[src/ctl_pkg.sv]
// shared widths, opcode fields and encodings of the control ring, compiled before all modules
package ctl_pkg;

	// instruction word
	localparam int unsigned CODE_W  = 16;                // opcode width
	localparam int unsigned IMM_W   = 8;                 // signed immediate field width
	localparam int unsigned OP_W    = 4;                 // op field width
	localparam int unsigned TST_W   = 3;                 // test field width

	// field positions in the opcode
	localparam int unsigned OP_LSB  = 12;                // op in bits 15..12
	localparam int unsigned TST_LSB = 9;                 // test in bits 11..9
	localparam int unsigned IM_LSB  = 0;                 // immediate in bits 7..0, bit 8 spare

	// PC after reset and after clear-all
	localparam int unsigned PC_RST  = 0;

	// major opcodes, codes 9..15 are illegal
	typedef enum logic [OP_W-1:0] {
		OP_NOP  = 4'd0,                                   // no operation
		OP_ADD  = 4'd1,                                   // add
		OP_SUB  = 4'd2,                                   // subtract
		OP_LIT  = 4'd3,                                   // literal from immediate
		OP_MRD  = 4'd4,                                   // memory read
		OP_MWR  = 4'd5,                                   // memory write
		OP_JMP  = 4'd6,                                   // relative jump
		OP_JMPC = 4'd7,                                   // conditional relative jump
		OP_GTO  = 4'd8                                    // absolute jump to b
	} op_e;

	// branch tests, codes 6 and 7 evaluate false
	typedef enum logic [TST_W-1:0] {
		TST_NZ = 3'd0,                                    // a != 0
		TST_LZ = 3'd1,                                    // a < 0
		TST_OD = 3'd2,                                    // a odd
		TST_NE = 3'd3,                                    // a != b
		TST_LT = 3'd4,                                    // a < b
		TST_AL = 3'd5                                     // always
	} tst_e;

endpackage

[src/thread_id_ring.sv]
// thread ID counter for the control ring, gives the issuing thread and the thread in stage 1
`timescale 1ns/1ps

module thread_id_ring #(
	parameter int unsigned THREADS = 4                   // hardware threads, 3 or more
) (
	input  logic                               clk_i,    // clock
	input  logic                               rst_n_i,  // async reset, active low
	output logic [$clog2(THREADS)-1:0]         id_o,     // thread now issuing
	output logic [$clog2(THREADS)-1:0]         id_1_o    // thread in stage 1
);

	localparam int unsigned ID_W = $clog2(THREADS);

	logic [ID_W-1:0] id_nxt;                            // next issuing thread

	// modulo THREADS increment
	always_comb begin
		if (id_o == ID_W'(THREADS - 1)) begin
			id_nxt = '0;                                    // wrap to thread 0
		end else begin
			id_nxt = id_o + 1'b1;
		end
	end

	// issue counter
	always_ff @(posedge clk_i or negedge rst_n_i) begin
		if (!rst_n_i) begin
			id_o <= '0;                                     // thread 0 issues first
		end else begin
			id_o <= id_nxt;
		end
	end

	// stage 1 tag, one cycle behind the issue counter
	always_ff @(posedge clk_i or negedge rst_n_i) begin
		if (!rst_n_i) begin
			id_1_o <= ID_W'(THREADS - 1);                   // last thread precedes thread 0
		end else begin
			id_1_o <= id_o;
		end
	end

endmodule

[src/tst_decode.sv]
// branch condition tester, picks one ALU flag by test code and registers the decision for stage 1
`timescale 1ns/1ps

module tst_decode (
	input  logic            clk_i,                       // clock
	input  logic            rst_n_i,                     // async reset, active low
	input  ctl_pkg::tst_e   tst_i,                       // test code from the decoder
	input  logic            flg_nz_i,                    // a != 0
	input  logic            flg_lz_i,                    // a < 0
	input  logic            flg_od_i,                    // a odd
	input  logic            flg_ne_i,                    // a != b
	input  logic            flg_lt_i,                    // a < b
	output logic            result_o                     // 1=test true, stage 1
);

	logic tst_res;                                       // unregistered decision

	// flag select
	always_comb begin
		unique case (tst_i)
			ctl_pkg::TST_NZ: begin
				tst_res = flg_nz_i;
			end
			ctl_pkg::TST_LZ: begin
				tst_res = flg_lz_i;
			end
			ctl_pkg::TST_OD: begin
				tst_res = flg_od_i;
			end
			ctl_pkg::TST_NE: begin
				tst_res = flg_ne_i;
			end
			ctl_pkg::TST_LT: begin
				tst_res = flg_lt_i;
			end
			ctl_pkg::TST_AL: begin
				tst_res = 1'b1;                               // unconditional
			end
			default: begin
				tst_res = 1'b0;                               // spare codes never pass
			end
		endcase
	end

	// align with the registered decode outputs
	always_ff @(posedge clk_i or negedge rst_n_i) begin
		if (!rst_n_i) begin
			result_o <= 1'b0;
		end else begin
			result_o <= tst_res;
		end
	end

endmodule

[src/op_decode.sv]
// opcode decoder, turns the issuing opcode into registered strobes and branch flags for stage 1
`timescale 1ns/1ps

module op_decode #(
	parameter int unsigned PC_W = 12                     // PC width, IMM_W to CODE_W
) (
	input  logic                          clk_i,         // clock
	input  logic                          rst_n_i,       // async reset, active low
	input  logic [ctl_pkg::CODE_W-1:0]    opcode_i,      // opcode of the issuing thread
	input  logic [ctl_pkg::CODE_W-1:0]    b_i,           // b operand of the issuing thread
	output logic                          add_o,         // 1=add
	output logic                          sub_o,         // 1=subtract
	output logic                          lit_o,         // 1=literal
	output logic                          mem_rd_o,      // 1=memory read
	output logic                          mem_wr_o,      // 1=memory write
	output logic                          op_er_o,       // 1=illegal opcode
	output logic [PC_W-1:0]               im_o,          // sign extended immediate
	output logic                          jmp_o,         // 1=relative jump
	output logic                          cnd_o,         // 1=conditional jump
	output logic                          gto_o,         // 1=absolute jump
	output logic [PC_W-1:0]               b_o,           // b held for gto
	output ctl_pkg::tst_e                 tst_o          // test field, unregistered
);

	ctl_pkg::op_e   op;                                  // major opcode field
	logic [ctl_pkg::IMM_W-1:0] im_fld;                   // raw immediate
	logic           add_d, sub_d, lit_d;                 // next strobes
	logic           mem_rd_d, mem_wr_d, op_er_d;
	logic           jmp_d, cnd_d, gto_d;

	// field extraction
	assign op     = ctl_pkg::op_e'(opcode_i[ctl_pkg::OP_LSB +: ctl_pkg::OP_W]);
	assign tst_o  = ctl_pkg::tst_e'(opcode_i[ctl_pkg::TST_LSB +: ctl_pkg::TST_W]);
	assign im_fld = opcode_i[ctl_pkg::IM_LSB +: ctl_pkg::IMM_W];

	// one strobe or branch flag per legal op
	always_comb begin
		add_d    = 1'b0;
		sub_d    = 1'b0;
		lit_d    = 1'b0;
		mem_rd_d = 1'b0;
		mem_wr_d = 1'b0;
		op_er_d  = 1'b0;
		jmp_d    = 1'b0;
		cnd_d    = 1'b0;
		gto_d    = 1'b0;
		unique case (op)
			ctl_pkg::OP_NOP: begin
			end                                             // pc + 1 only
			ctl_pkg::OP_ADD: begin
				add_d = 1'b1;
			end
			ctl_pkg::OP_SUB: begin
				sub_d = 1'b1;
			end
			ctl_pkg::OP_LIT: begin
				lit_d = 1'b1;                                 // data from im_o
			end
			ctl_pkg::OP_MRD: begin
				mem_rd_d = 1'b1;
			end
			ctl_pkg::OP_MWR: begin
				mem_wr_d = 1'b1;
			end
			ctl_pkg::OP_JMP: begin
				jmp_d = 1'b1;
			end
			ctl_pkg::OP_JMPC: begin
				cnd_d = 1'b1;                                 // qualified by tst_decode
			end
			ctl_pkg::OP_GTO: begin
				gto_d = 1'b1;
			end
			default: begin
				op_er_d = 1'b1;                               // flag alone, pc + 1
			end
		endcase
	end

	// control strobes
	always_ff @(posedge clk_i or negedge rst_n_i) begin
		if (!rst_n_i) begin
			add_o    <= 1'b0;
			sub_o    <= 1'b0;
			lit_o    <= 1'b0;
			mem_rd_o <= 1'b0;
			mem_wr_o <= 1'b0;
			op_er_o  <= 1'b0;
			jmp_o    <= 1'b0;
			cnd_o    <= 1'b0;
			gto_o    <= 1'b0;
		end else begin
			add_o    <= add_d;
			sub_o    <= sub_d;
			lit_o    <= lit_d;
			mem_rd_o <= mem_rd_d;
			mem_wr_o <= mem_wr_d;
			op_er_o  <= op_er_d;
			jmp_o    <= jmp_d;
			cnd_o    <= cnd_d;
			gto_o    <= gto_d;
		end
	end

	// payload
	always_ff @(posedge clk_i) begin
		im_o <= PC_W'($signed(im_fld));                    // sign extend to PC width
		b_o  <= b_i[PC_W-1:0];                             // truncate to PC width
	end

endmodule

[src/pc_ring.sv]
// per-thread PC storage, presents the issuing thread's PC and writes back its next PC in stage 1
`timescale 1ns/1ps

module pc_ring #(
	parameter int unsigned THREADS = 4,                  // hardware threads, 3 or more
	parameter int unsigned PC_W    = 12                  // PC width
) (
	input  logic                          clk_i,         // clock
	input  logic                          rst_n_i,       // async reset, active low
	input  logic                          cla_i,         // clear all threads
	input  logic [$clog2(THREADS)-1:0]    id_1_i,        // thread in stage 1
	input  logic                          jmp_i,         // 1=relative jump
	input  logic                          cnd_i,         // 1=conditional jump
	input  logic                          gto_i,         // 1=absolute jump
	input  logic                          tst_res_i,     // 1=test true
	input  logic [PC_W-1:0]               im_i,          // sign extended offset
	input  logic [PC_W-1:0]               b_i,           // absolute target
	output logic [PC_W-1:0]               pc_o           // PC of the issuing thread
);

	localparam int unsigned ID_W = $clog2(THREADS);

	logic [PC_W-1:0] pc_q [THREADS];                     // one PC per thread
	logic [ID_W-1:0] rd_id;                              // issuing thread
	logic [PC_W-1:0] pc_1;                               // stage 1 held PC
	logic            vld_1;                              // stage 1 holds a live PC
	logic [PC_W-1:0] pc_nxt;                             // next PC for stage 1 thread

	// issuing thread is the one after stage 1
	always_comb begin
		if (id_1_i == ID_W'(THREADS - 1)) begin
			rd_id = '0;
		end else begin
			rd_id = id_1_i + 1'b1;
		end
	end

	assign pc_o = pc_q[rd_id];                           // head of the ring

	// stage 1 register
	always_ff @(posedge clk_i or negedge rst_n_i) begin
		if (!rst_n_i) begin
			pc_1  <= PC_W'(ctl_pkg::PC_RST);
			vld_1 <= 1'b0;                                  // nothing issued yet
		end else if (cla_i) begin
			pc_1  <= PC_W'(ctl_pkg::PC_RST);
			vld_1 <= 1'b0;                                  // drop in flight update
		end else begin
			pc_1  <= pc_o;
			vld_1 <= 1'b1;
		end
	end

	// next PC select
	always_comb begin
		if (gto_i) begin
			pc_nxt = b_i;                                   // absolute
		end else if (jmp_i || (cnd_i && tst_res_i)) begin
			pc_nxt = pc_1 + im_i;                           // relative, wraps mod 2^PC_W
		end else begin
			pc_nxt = pc_1 + 1'b1;                           // sequential and illegal ops
		end
	end

	// ring storage, written back THREADS-1 cycles before the next visit
	always_ff @(posedge clk_i or negedge rst_n_i) begin
		if (!rst_n_i) begin
			for (int t = 0; t < THREADS; t++) begin
				pc_q[t] <= PC_W'(ctl_pkg::PC_RST);
			end
		end else if (cla_i) begin
			for (int t = 0; t < THREADS; t++) begin
				pc_q[t] <= PC_W'(ctl_pkg::PC_RST);            // all threads restart
			end
		end else if (vld_1) begin
			pc_q[id_1_i] <= pc_nxt;
		end
	end

endmodule

[src/control_ring.sv]
// top of the barrel-threaded control path, one thread issues per clock in strict rotation
`timescale 1ns/1ps

module control_ring #(
	parameter int unsigned THREADS = 4,                  // hardware threads, 3 or more
	parameter int unsigned PC_W    = 12                  // PC width, IMM_W to CODE_W
) (
	// clock and reset
	input  logic                          clk_i,         // clock
	input  logic                          rst_n_i,       // async reset, active low
	// control
	input  logic                          cla_i,         // clear all threads
	input  logic [ctl_pkg::CODE_W-1:0]    opcode_i,      // opcode of thread id_o
	input  logic [ctl_pkg::CODE_W-1:0]    b_i,           // b operand of thread id_o
	// flags of thread id_o
	input  logic                          flg_nz_i,      // a != 0
	input  logic                          flg_lz_i,      // a < 0
	input  logic                          flg_od_i,      // a odd
	input  logic                          flg_ne_i,      // a != b
	input  logic                          flg_lt_i,      // a < b
	// thread and address
	output logic [$clog2(THREADS)-1:0]    id_o,          // issuing thread
	output logic [PC_W-1:0]               pc_o,          // its PC
	// strobes, one cycle after issue
	output logic                          add_o,         // 1=add
	output logic                          sub_o,         // 1=subtract
	output logic                          lit_o,         // 1=literal
	output logic                          mem_rd_o,      // 1=memory read
	output logic                          mem_wr_o,      // 1=memory write
	output logic [PC_W-1:0]               im_o,          // sign extended immediate
	output logic                          op_er_o        // 1=illegal opcode
);

	logic [$clog2(THREADS)-1:0] id_1;                    // stage 1 thread
	ctl_pkg::tst_e              tst;                     // test code to tester
	logic                       tst_res;                 // stage 1 decision
	logic                       jmp, cnd, gto;           // stage 1 branch type
	logic [PC_W-1:0]            b_pc;                    // stage 1 gto target

	// thread tags
	thread_id_ring #(.THREADS(THREADS)) u_id_ring (
		.clk_i   (clk_i),
		.rst_n_i (rst_n_i),
		.id_o    (id_o),
		.id_1_o  (id_1)
	);

	// branch condition
	tst_decode u_tst_decode (
		.clk_i    (clk_i),
		.rst_n_i  (rst_n_i),
		.tst_i    (tst),
		.flg_nz_i (flg_nz_i),
		.flg_lz_i (flg_lz_i),
		.flg_od_i (flg_od_i),
		.flg_ne_i (flg_ne_i),
		.flg_lt_i (flg_lt_i),
		.result_o (tst_res)
	);

	// opcode decode
	op_decode #(.PC_W(PC_W)) u_op_decode (
		.clk_i    (clk_i),
		.rst_n_i  (rst_n_i),
		.opcode_i (opcode_i),
		.b_i      (b_i),
		.add_o    (add_o),
		.sub_o    (sub_o),
		.lit_o    (lit_o),
		.mem_rd_o (mem_rd_o),
		.mem_wr_o (mem_wr_o),
		.op_er_o  (op_er_o),
		.im_o     (im_o),
		.jmp_o    (jmp),
		.cnd_o    (cnd),
		.gto_o    (gto),
		.b_o      (b_pc),
		.tst_o    (tst)
	);

	// pc storage and update
	pc_ring #(.THREADS(THREADS), .PC_W(PC_W)) u_pc_ring (
		.clk_i     (clk_i),
		.rst_n_i   (rst_n_i),
		.cla_i     (cla_i),
		.id_1_i    (id_1),
		.jmp_i     (jmp),
		.cnd_i     (cnd),
		.gto_i     (gto),
		.tst_res_i (tst_res),
		.im_i      (im_o),
		.b_i       (b_pc),
		.pc_o      (pc_o)
	);

endmodule

[config.mk]
export PLATFORM = sky130hd
export DESIGN_NAME = control_ring
export DESIGN_NICKNAME = d
export VERILOG_FILES = /design/src/ctl_pkg.sv /design/src/thread_id_ring.sv /design/src/tst_decode.sv /design/src/op_decode.sv /design/src/pc_ring.sv /design/src/control_ring.sv
export SDC_FILE = /design/constraint.sdc
export NUM_CORES = 1
export LEC_CHECK = 0
export BUFFER_PORTS_ARGS = -buffer_cell sky130_fd_sc_hd__buf_2
export CAP_MARGIN = 10
export CORE_MARGIN = 2
export CORE_UTILIZATION = 50
export CTS_CLUSTER_SIZE = 16
export DETAILED_ROUTE_END_ITERATION = 8
export GPL_TIMING_DRIVEN = 0
export PLACE_DENSITY = 0.76
export SYNTH_ARGS = -nofsm -noshare
export SYNTH_HDL_FRONTEND = slang
export SYNTH_HIERARCHICAL = 1
export SYNTH_SLANG_ARGS = --single-unit
[constraint.sdc]
create_clock -name clk_i -period 2.6 [get_ports clk_i]
set_clock_uncertainty 0.2 [all_clocks]
set_input_delay 0.52 -clock clk_i [delete_from_list [all_inputs] [get_ports clk_i]]
set_output_delay 0.52 -clock clk_i [all_outputs]
set_load 0.005 [all_outputs]
==> results.tsv, run 1 <==
metric	value	unit
whs_path_depth	1	
dieArea	9040	um2
start_util	51.0	%
path_depth	6	
maxSlewViolCount	0	
path_cells	inv_2 -> ha_4 -> buf_12 -> buf_12 -> mux4_2 -> buf_2	
syn-num-nets	419	
grtUsageTotal	25.2	%
placedCellCount	531	
startpoint	u_id_ring/id_1_o[0]$_DFF_PN1_	
synthesis.area	4150	um2
crit_family	flip-flops	
drt_iter0_markers	300	
drive_gt1_share	38.3	%
cp_max_fo	5	
avgSynthCellArea	11.5	um2
async_reset_ff_share	78.9	%
min-delay-path-class	input port to flop	
worst_pin_slew	0.666	ns
drtAntennaViolNets	0	
drc	0	
cpMaxStageDelayCell	dfstp_2	
max_freq	341	MHz
seq_area_frac_synth	55.0	%
synth_top_area_share	44.1	%
vdd_ir_drop_max	0.311	mV
nNetsFinal	530	
coreArea	8130	um2
syn_inst	362	
critPathLaunchType	flop	
die_h	95.1	um
routed_wl	11100	um
critPathBufInv	4	
grt_max_degree	76	
vias	3368	
required	1.88	ns
rsz0062_at_grt	true	
die_x	95.1	um
clock_sinks	95	
path_clk_slew	0.10	ns
antenna_found_initial	0	
r2r-start	u_tst_decode/result_o$_DFF_PN0_	
first_pass_iters	6	
worst_slack	-0.334	ns
synthFlopType	dfrtp_1	
grt_first_pass_wirelength	16700	um
io-pin-count	72	
ys_top_cells_by_area	dfrtp_1 44%, dfxtp_1 9.7%, mux4_2 6.5%	
synth_edf_count	0	
antenna_cells	0	
crit_type	flop to primary output	
relSlewSlack	55.6	%
power.density	517	nW/um2
row_count	33	
crit_path_max_incr_delay	0.56	ns
grt_pass1_vias	3419	
root_buffer	clkbuf_8	
reg2reg_depth	11	
fin_crit	2.93	ns
place.gp.congestion	0.833	
yosysTopAreaCell	dfrtp_1	
cts_buffer_depth	2	
wire_per_inst	19.0	um
failed_checks	setup timing	
leakage	2.54	nW
ys_seq_elements	95	
synthToLayoutAreaGrowth	32.8	%
maxCapViolCount	0	
place_ws	-0.469	ns
holdCritStartpoint	b_i[9]	
crit_top_cell	buf_12	
yosysUniqueCellTypes	46	
io_buffers	63	
overflow	0	
final_cell_count_no_fill	583	
cts_tree	yes	
numCtsBuffers	9	
setup-violations-final	44	
clock_latency	0.38	ns
critPathCaptureType	primary output	
fin_crit_sh	113	%
synth_warnings	6	
whs	0.0316	ns
run_status	finished, violations left	
cp.arrival	2.21	ns
finalHoldViolations	0	
vias_per_cell	5.78	
place_hpwl	6760	um
h-tree-depth	3	
fill_cells	570	
[worst register-to-register path, stage by stage, from the launching register on]
cell and delay, ns:
dfrtp_1 0.36, a21oi_2 0.07, buf_4 0.14, or2_4 0.23, ha_4 0.16, fa_2 0.33, a21o_1 0.22, a221oi_4 0.30
o21bai_1 0.15, xor2_1 0.17, mux2i_2 0.30, o21ai_1 0.12
[placed cells by master, fill, tap and decap left out, types with 16 or more instances in the layout]
cell / netlist / routed
and2_1: 17 / 16
dfrtp_1: 73 / 73
o21ai_0: 33 / 16
buf_2: 1 / 59
buf_4: 7 / 37
o21ai_1: 5 / 21
dfxtp_1: 20 / 20
nand2_1: 45 / 45
[metrics by stage]
step / utilization [%] / setup TNS (ns) / power, W / area (um2)
6_report: 67.7 / -8.16 / 0.00285 / 5510
5_1_grt: 67.7 / -12.50 / 0.00294 / 5510
4_1_cts: 65.8 / -7.83 / 0.00284 / 5350
3_5_place_dp: 57.3 / -11.57 / 0.00172 / 4660
3_3_place_gp: 56.9 / -9.60 / 0.00171 / 4630
2_1_floorplan: - / -0.550 / 0.00162 / 4180
[kinds of logic after synthesis]
family                   synth area share, %
AO/OA/AOI/OAI                           13.2
XOR/XNOR                                1.90
adder cells (fa/ha/maj)                 5.31
buffers and inverters                   3.23
flip-flops                              55.0
multiplexers                            7.97
AND/OR/NAND/NOR                         13.4
[final cells by class]
cell class                 count  area [um2]  area share [%]
buffer                        22         144            2.61
clock buffer                  10         138            2.50
clock inverter                 6        91.3            1.66
inverter                       6        23.8           0.432
multi-input combinational    239        2000            36.4
sequential                    95        2280            41.4
tap                          105         131            2.39
timing repair buffer         100         694            12.6
[Yosys cell counts, types with 2 or more instances]
library cell and n:
a21o_1 5, nand3_1 4, mux2i_1 6, xor2_1 4, dfrtp_1 73, nand2_1 45, inv_1 4, a32oi_1 4
nor2b_1 14, a22o_1 4, and4bb_2 3, and2_1 17, o21bai_1 2, o31ai_1 8, o21ai_0 33, nor4b_1 4
o31a_1 2, clkbuf_1 13, dfxtp_1 20, o211ai_1 2, a21oi_1 17, ha_1 16, buf_4 7, nor2_1 13
mux4_2 12, o21ai_1 5, dfstp_2 2, xnor2_1 5
[where the power goes]
group / internal (W) / leakage [nW] / switching, W
clock network: 0.000573 / 0.117 / 0.000544
registers: 0.00150 / 1.19 / 0.0000167
logic: 0.0000909 / 1.23 / 0.000117
[final timing paths]
path                                                  end  slack, ns
max                                               pc_o[1]      -0.33
min reg2reg                 u_id_ring/id_1_o[1]$_DFF_PN1_       0.22
max reg2reg                u_pc_ring/pc_q[20]$_DFFE_PN0P_      -0.29
min                            u_op_decode/b_o[9]$_DFF_P_       0.03
min in group asynchronous       u_pc_ring/vld_1$_DFF_PN0_       0.49
max in group asynchronous   u_id_ring/id_1_o[1]$_DFF_PN1_       1.38
[metal layers]
metal  vias to the layer above  routed length, um  track usage (%)
met2                       182               5490             42.8
met3                        44                734             4.58
met1                      1643               4390             29.9
met4                         0                463             15.0
met5                         -                  0                0
li1                       1499                  -                -
[sequential cells by signal, indices dropped and copies added (netlist names), 2 cells and up]
name              cells
u_pc_ring/pc_q       48
u_op_decode/b_o      12
u_pc_ring/pc_1       12
u_op_decode/im_o      8
u_id_ring/id_1_o      2
u_id_ring/id_o        2
[timing repair]
item | CTS | global route
gates cloned | 2 | 0
hold buffers | 1 | 0
setup endpoints to repair | 44 | 51
resized for setup | 52 | 24
hold endpoints to repair | 73 | 0
pin swaps | 35 | 21
buffers inserted | 27 | 8
(Power assumes the default switching activity.)
==> inputs of run 2 (changes only) <==
ABC_AREA = 1   (was not set)
CORE_UTILIZATION = 51   (was 50)
PLACE_DENSITY = 0.77   (was 0.76)
==> results.tsv, run 2 <==
metric	value	unit	change
fin_crit	2.62	ns	was 2.93 ns
finalHoldViolations	0		unchanged
maxCapViolCount	0		unchanged
numCtsBuffers	9		unchanged
cts_tree	yes		unchanged
min-delay-path-class	input port to flop		unchanged
drive_gt1_share	28.7	%	was 38.3%
fin_crit_sh	101	%	was 113%
cp_max_fo	5		unchanged
vdd_ir_drop_max	0.318	mV	was 0.311 mV
syn_inst	557		was 362
pwr-share-clk	36.3	%	was 39.2%
die_h	98.8	um	was 95.1 um
rsz0062_at_grt	true		unchanged
required	1.88	ns	about the same
whs_path_depth	1		unchanged
p_int	0.00206	W	was 0.00217 W
synth_edf_count	0		unchanged
run_status	finished, violations left		unchanged
ys_top_cells_by_area	dfrtp_1 40%, nand2_1 11%, dfxtp_1 8.7%		was dfrtp_1 44%, dfxtp_1 9.7%, mux4_2 6.5%
place_hpwl	8000	um	was 6760 um
syn-num-nets	614		was 419
ys_seq_elements	95		unchanged
failed_checks	setup timing		unchanged
grt_first_pass_wirelength	18800	um	was 16700 um
worst_pin_slew	0.696	ns	was 0.666 ns
nNetsFinal	707		was 530
crit_family	flip-flops		unchanged
root_buffer	clkbuf_8		unchanged
p_sw_share	24.3	%	was 23.8%
layout_common_cells	133 x nand2_1, 73 x dfrtp_1, 73 x inv_1, 63 x buf_2, 50 x nor2_1		was 73 x dfrtp_1, 59 x buf_2, 45 x nand2_1, 37 x buf_4, 21 x o21ai_1
yosysTopAreaCell	dfrtp_1		unchanged
dieArea	9760	um2	was 9040 um2
placedCellCount	729		was 531
overflow	0		unchanged
critPathBufInv	3		was 4
io_buffers	63		unchanged
vias	4039		was 3368
r2r-start	u_tst_decode/result_o$_DFF_PN0_		unchanged
die_x	98.8	um	was 95.1 um
drt_iter0_markers	381		was 300
cts_buffer_depth	2		unchanged
row_count	34		was 33
vias_per_cell	5.29		was 5.78
start_util	52.5	%	was 51.0%
clock_sinks	95		unchanged
synth.most_common_cell	nand2_1		was dfrtp_1
synthTopCellsByCount	137 x nand2_1, 75 x inv_1, 73 x dfrtp_1, 54 x nor2_1, 35 x nand3_1		was 73 x dfrtp_1, 45 x nand2_1, 33 x o21ai_0, 20 x dfxtp_1
relSlewSlack	53.6	%	was 55.6%
async_reset_ff_share	78.9	%	unchanged
final_common_cell	nand2_1		was dfrtp_1
seq_area_frac_synth	49.8	%	was 55.0%
antenna_cells	0		unchanged
yosysUniqueCellTypes	31		was 46
synthesis.area	4580	um2	was 4150 um2
crit_type	flop to primary output		unchanged
critPathCaptureType	primary output		unchanged
synth_warnings	6		unchanged
largest_reg_flops	48		unchanged
top_regs	u_pc_ring/pc_q: 48 flops, u_op_decode/b_o: 12 flops, u_pc_ring/pc_1: 12 flops		unchanged
max_freq	382	MHz	was 341 MHz
wire_per_inst	15.4	um	was 19.0 um
synthToLayoutAreaGrowth	23.0	%	was 32.8%
final_cell_count_no_fill	763		was 583
path_cells	inv_2 -> ha_4 -> clkbuf_16 -> a21oi_4 -> o21ai_2 -> nand2_1 -> buf_2		was inv_2 -> ha_4 -> buf_12 -> buf_12 -> mux4_2 -> buf_2
reg2reg_depth	16		was 11
coreArea	8720	um2	was 8130 um2
p_comb_share	7.8	%	was 7.3%
post-route-util	64.6	%	was 67.7%
reg2reg_to	u_pc_ring/pc_q[32]$_DFFE_PN0P_		was u_pc_ring/pc_q[20]$_DFFE_PN0P_
regMostFlops	u_pc_ring/pc_q		unchanged
grtUsageTotal	24.7	%	was 25.2%
setup-violations-final	4		was 44
antenna_found_initial	0		unchanged
crit_path_max_incr_delay	0.59	ns	was 0.56 ns
hold_end	u_op_decode/b_o[7]$_DFF_P_		was u_op_decode/b_o[9]$_DFF_P_
cp.arrival	1.90	ns	was 2.21 ns
cpMaxStageDelayCell	dfstp_2		unchanged
place.gp.congestion	0.898		was 0.833
grt_pass1_vias	3933		was 3419
holdCritStartpoint	b_i[7]		was b_i[9]
leakage	3.04	nW	was 2.54 nW
maxSlewViolCount	0		unchanged
h-tree-depth	3		unchanged
p_switching	0.000661	W	was 0.000678 W
clock_latency	0.36	ns	was 0.38 ns
routed_wl	11700	um	was 11100 um
drc	0		unchanged
grt_max_degree	46		was 76
path_clk_slew	0.09	ns	was 0.10 ns
seq_power_share	55.9	%	was 53.4%
avgSynthCellArea	8.23	um2	was 11.5 um2
synth_top_area_share	39.9	%	was 44.1%
drtAntennaViolNets	0		unchanged
power.density	482	nW/um2	was 517 nW/um2
critPathLaunchType	flop		unchanged
io-pin-count	72		unchanged
worst_slack	-0.0173	ns	was -0.334 ns
r2r_slack	0.11	ns	was -0.29 ns
synthFlopType	dfrtp_1		unchanged
first_pass_iters	5		was 6
## run 2: cell count changes after synthesis, sizes merged, moves of 16 or more
cell   previous run  this run
a21oi            17        33
and2             17         0
inv               5        78
nand2            45       139
nand3             4        41
nor2             13        59
## run 2: worst max path at each step
stage                                                from                        endpoint  slack, ns  cells past startpoint
final                       u_id_ring/id_1_o[0]$_DFF_PN1_                         pc_o[4]      -0.02                      7
after global routing        u_id_ring/id_1_o[0]$_DFF_PN1_                         pc_o[4]      -0.09                      7
after CTS                   u_id_ring/id_1_o[1]$_DFF_PN1_                         pc_o[4]      -0.01                      7
after detailed placement      u_op_decode/cnd_o$_DFF_PN0_  u_pc_ring/pc_q[20]$_DFFE_PN0P_      -0.19                     16
after global placement    u_tst_decode/result_o$_DFF_PN0_   u_pc_ring/pc_q[6]$_DFFE_PN0P_      -0.14                     16
after floorplan               u_op_decode/cnd_o$_DFF_PN0_  u_pc_ring/pc_q[20]$_DFFE_PN0P_       0.30                     16
## run 2: routing by layer
layer  share of wire, %  GRT usage [%]
met3                6.5           5.39
met2                 50           41.3
met5                  0              0
met1                 42           32.6
met4                1.5           6.95
## run 2: final cells by class
| cell class | instances | area, um2 |
|---|---|---|
| tap | 108 | 135 |
| fill | 713 | 3090 |
| timing repair buffer | 82 | 487 |
| inverter | 79 | 304 |
| buffer | 18 | 165 |
| sequential | 95 | 2280 |
| clock buffer | 11 | 141 |
| multi-input combinational | 365 | 2070 |
| clock inverter | 5 | 56.3 |
## run 2: power by group through the flow
stage | Clock (W) | Combinational, W | Sequential, W
2_1_floorplan | 0 | 0.0000985 | 0.00155
3_3_place_gp | 0 | 0.000188 | 0.00155
3_5_place_dp | 0 | 0.000199 | 0.00155
4_1_cts | 0.00101 | 0.000202 | 0.00152
5_1_grt | 0.00108 | 0.000235 | 0.00152
6_report | 0.000986 | 0.000211 | 0.00152
## run 2: what timing repair did
| item | in CTS | in global routing |
|---|---|---|
| hold buffers | 1 | 0 |
| hold endpoints to repair | 30 | 0 |
| pin swaps | 4 | 9 |
| setup buffers | 8 | 8 |
| resized for setup | 24 | 52 |
| gates cloned | 0 | 1 |
| endpoints found under the setup margin | 41 | 39 |
## run 2: metrics by stage
stage	cell area, um2	setup slack, ns	total power (W)	hold WS [ns]	TNS (ns)
3_3_place_gp	5030	-0.142	0.00174	0.196	-1.43
4_1_cts	5380	-0.0103	0.00273	0.0376	-0.0192
3_5_place_dp	5060	-0.185	0.00175	0.205	-2.56
6_report	5640	-0.0173	0.00272	0.0462	-0.0510
2_1_floorplan	4580	0.297	0.00165	0.0244	0
5_1_grt	5640	-0.0942	0.00283	0.0268	-0.949
## run 2: logic make-up after synthesis
group           synth area share (%)
flops                           49.8
fa+ha+maj                       4.81
compound gates                  12.0
buf+inv                         9.31
simple gates                    23.7
mux                            0.437
## run 2: worst register-to-register path, cell delays in order (launching register included)
cell and delay (ns):
dfrtp_1 0.34, nand2_1 0.06, nand2_2 0.07, inv_1 0.05, or2_2 0.29, ha_4 0.18
fa_2 0.36, nand2_2 0.08, nand3_2 0.07, nand2_2 0.08, inv_1 0.06, nand3b_1 0.12
nand2_1 0.07, nand2_2 0.08, nand3_4 0.11, nand3_1 0.10, nand2_1 0.05
==> inputs of run 3 (changes only) <==
CORE_UTILIZATION = 55   (was 51)
PLACE_DENSITY = 0.79   (was 0.77)
clock period = 3.35 ns   (was 2.6 ns; I/O delays follow)
==> results.tsv, run 3 (synthesis results as in run 2) <==
metric	value	unit	change
cts_buffer_depth	2		unchanged
drt_iter0_markers	296		was 381
fin_area	5240	um2	was 5640 um2
path_cells	inv_1 -> ha_1 -> clkinvlp_4 -> nor2_1 -> o21ai_0 -> nand2_1 -> buf_2		was inv_2 -> ha_4 -> clkbuf_16 -> a21oi_4 -> o21ai_2 -> nand2_1 -> buf_2
crit_path_max_incr_delay	0.60	ns	was 0.59 ns
maxSlewViolCount	0		unchanged
top_regs	u_pc_ring/pc_q: 48 flops, u_op_decode/b_o: 12 flops, u_pc_ring/pc_1: 12 flops		unchanged
largest_reg_flops	48		unchanged
r2r-start	u_tst_decode/result_o$_DFF_PN0_		unchanged
layout_common_cells	137 x nand2_1, 75 x inv_1, 73 x dfrtp_1, 64 x buf_2, 54 x nor2_1		was 133 x nand2_1, 73 x dfrtp_1, 73 x inv_1, 63 x buf_2, 50 x nor2_1
max_freq	315	MHz	
vias	3998		was 4039
power.density	386	nW/um2	was 482 nW/um2
vdd_ir_drop_max	0.231	mV	was 0.318 mV
worst_pin_slew	0.739	ns	was 0.696 ns
dieArea	9080	um2	was 9760 um2
cpMaxStageDelayCell	dfstp_2		unchanged
routed_wl	11100	um	was 11700 um
setup-violations-final	0		was 4
crit_family	flip-flops		unchanged
relSlewSlack	50.7	%	was 53.6%
grtUsageTotal	26.3	%	was 24.7%
cp.arrival	2.30	ns	was 1.90 ns
ctsResizeCount	0		was 24
root_buffer	clkbuf_8		unchanged
row_count	33		was 34
cts_hold_buf	0		was 1
leakage	2.93	nW	was 3.04 nW
grt_first_pass_wirelength	18000	um	was 18800 um
drive_gt1_share	20.7	%	was 28.7%
tns	0	ns	was -0.0510 ns
whs	0.0923	ns	was 0.0462 ns
cp_max_fo	10		was 5
synthToLayoutAreaGrowth	14.3	%	was 23.0%
die_h	95.3	um	was 98.8 um
h-tree-depth	3		unchanged
wire_per_inst	15.0	um	was 15.4 um
required	2.48	ns	was 1.88 ns
place.gp.congestion	0.886		was 0.898
antenna_found_initial	0		unchanged
nNetsFinal	689		was 707
maxCapViolCount	0		unchanged
numCtsBuffers	9		unchanged
finalHoldViolations	0		unchanged
crit_type	flop to primary output		unchanged
cts_tree	yes		unchanged
antenna_cells	0		unchanged
vias_per_cell	5.39		was 5.29
drc	0		unchanged
start_util	56.3	%	was 52.5%
io_buffers	63		unchanged
critPathBufInv	3		unchanged
regMostFlops	u_pc_ring/pc_q		unchanged
path_clk_slew	0.09	ns	about the same
min-delay-path-class	input port to asynchronous set/reset pin		was input port to flop
fin_crit_sh	94.7	%	
grt_max_degree	76		was 46
clock_latency	0.36	ns	about the same
rsz0062_at_grt	false		was true
worst_slack	0.177	ns	was -0.0173 ns
post_dp_cell_area	5060	um2	about the same
startpoint	u_id_ring/id_1_o[0]$_DFF_PN1_		unchanged
clock_sinks	95		unchanged
overflow	0		unchanged
critPathCaptureType	primary output		unchanged
place_ws	0.512	ns	was -0.185 ns
io-pin-count	72		unchanged
fin_crit	3.17	ns	
place_hpwl	7990	um	was 8000 um
drtAntennaViolNets	0		unchanged
fill_cells	708		was 713
critPathLaunchType	flop		unchanged
grt_pass1_vias	3891		was 3933
final_common_cell	nand2_1		unchanged
cts_setup_buffers	0		was 8
die_x	95.3	um	was 98.8 um
run_status	finished clean		was finished, violations left
coreArea	8130	um2	was 8720 um2
first_pass_iters	5		unchanged
## run 3: cell types whose count changed in the layout (fill, tap and decap cells not counted), moves of 5 or more
cell	previous run	this run
nand3_1	28	35
a21oi_1	25	33
nand3_2	11	6
o21ai_0	12	27
o21ai_2	16	9
o21ai_1	20	12
buf_4	27	9
a21oi_2	5	0
## run 3: worst paths after layout
path / endpoint / slack (ns) / depth (start not counted)
max in group asynchronous: u_id_ring/id_1_o[1]$_DFF_PN1_ / 2.53 / 2
max reg2reg: u_pc_ring/pc_q[21]$_DFFE_PN0P_ / 0.49 / 13
max: pc_o[7] / 0.18 / 7
min: u_op_decode/op_er_o$_DFF_PN0_ / 0.09 / 2
min in group clk_i: u_op_decode/im_o[7]$_DFF_P_ / 0.20 / 1
min reg2reg: u_id_ring/id_1_o[1]$_DFF_PN1_ / 0.21 / 0
## run 3: metrics by stage
step                      cells  total power (W)  util, %
after floorplan             557          0.00128        -
after global placement      725          0.00135     61.8
after detailed placement    726          0.00136     62.2
after CTS                   742          0.00205     64.3
after global routing        742          0.00211     64.4
final                       742          0.00202     64.4
## run 3: layout make-up
class	count	area, um2	share of cell area, %
well taps	105	131	2.51
plain buffers	18	131	2.51
multi-input cells	365	1880	35.8
flip-flops and latches	95	2280	43.5
clock buffers	10	128	2.44
inverters	79	300	5.74
clock inverters	6	43.8	0.837
repair buffers	64	345	6.60
## run 3: where the power goes
group | internal, W | total [W] | switching [W]
combinational | 0.0000569 | 0.000154 | 0.0000974
clock | 0.000277 | 0.000689 | 0.000412
sequential | 0.00117 | 0.00118 | 0.0000112
## run 3: per-layer routing
| layer | GRT usage [%] | part of all wire (%) | vias up | wire, um |
|---|---|---|---|---|
| li1 | - | - | 1928 | - |
| met1 | 33.6 | 41 | 1885 | 4580 |
| met2 | 43.1 | 49 | 161 | 5390 |
| met3 | 6.32 | 7.7 | 24 | 851 |
| met4 | 10.5 | 2.5 | 0 | 278 |
| met5 | 0 | 0 | - | 0 |
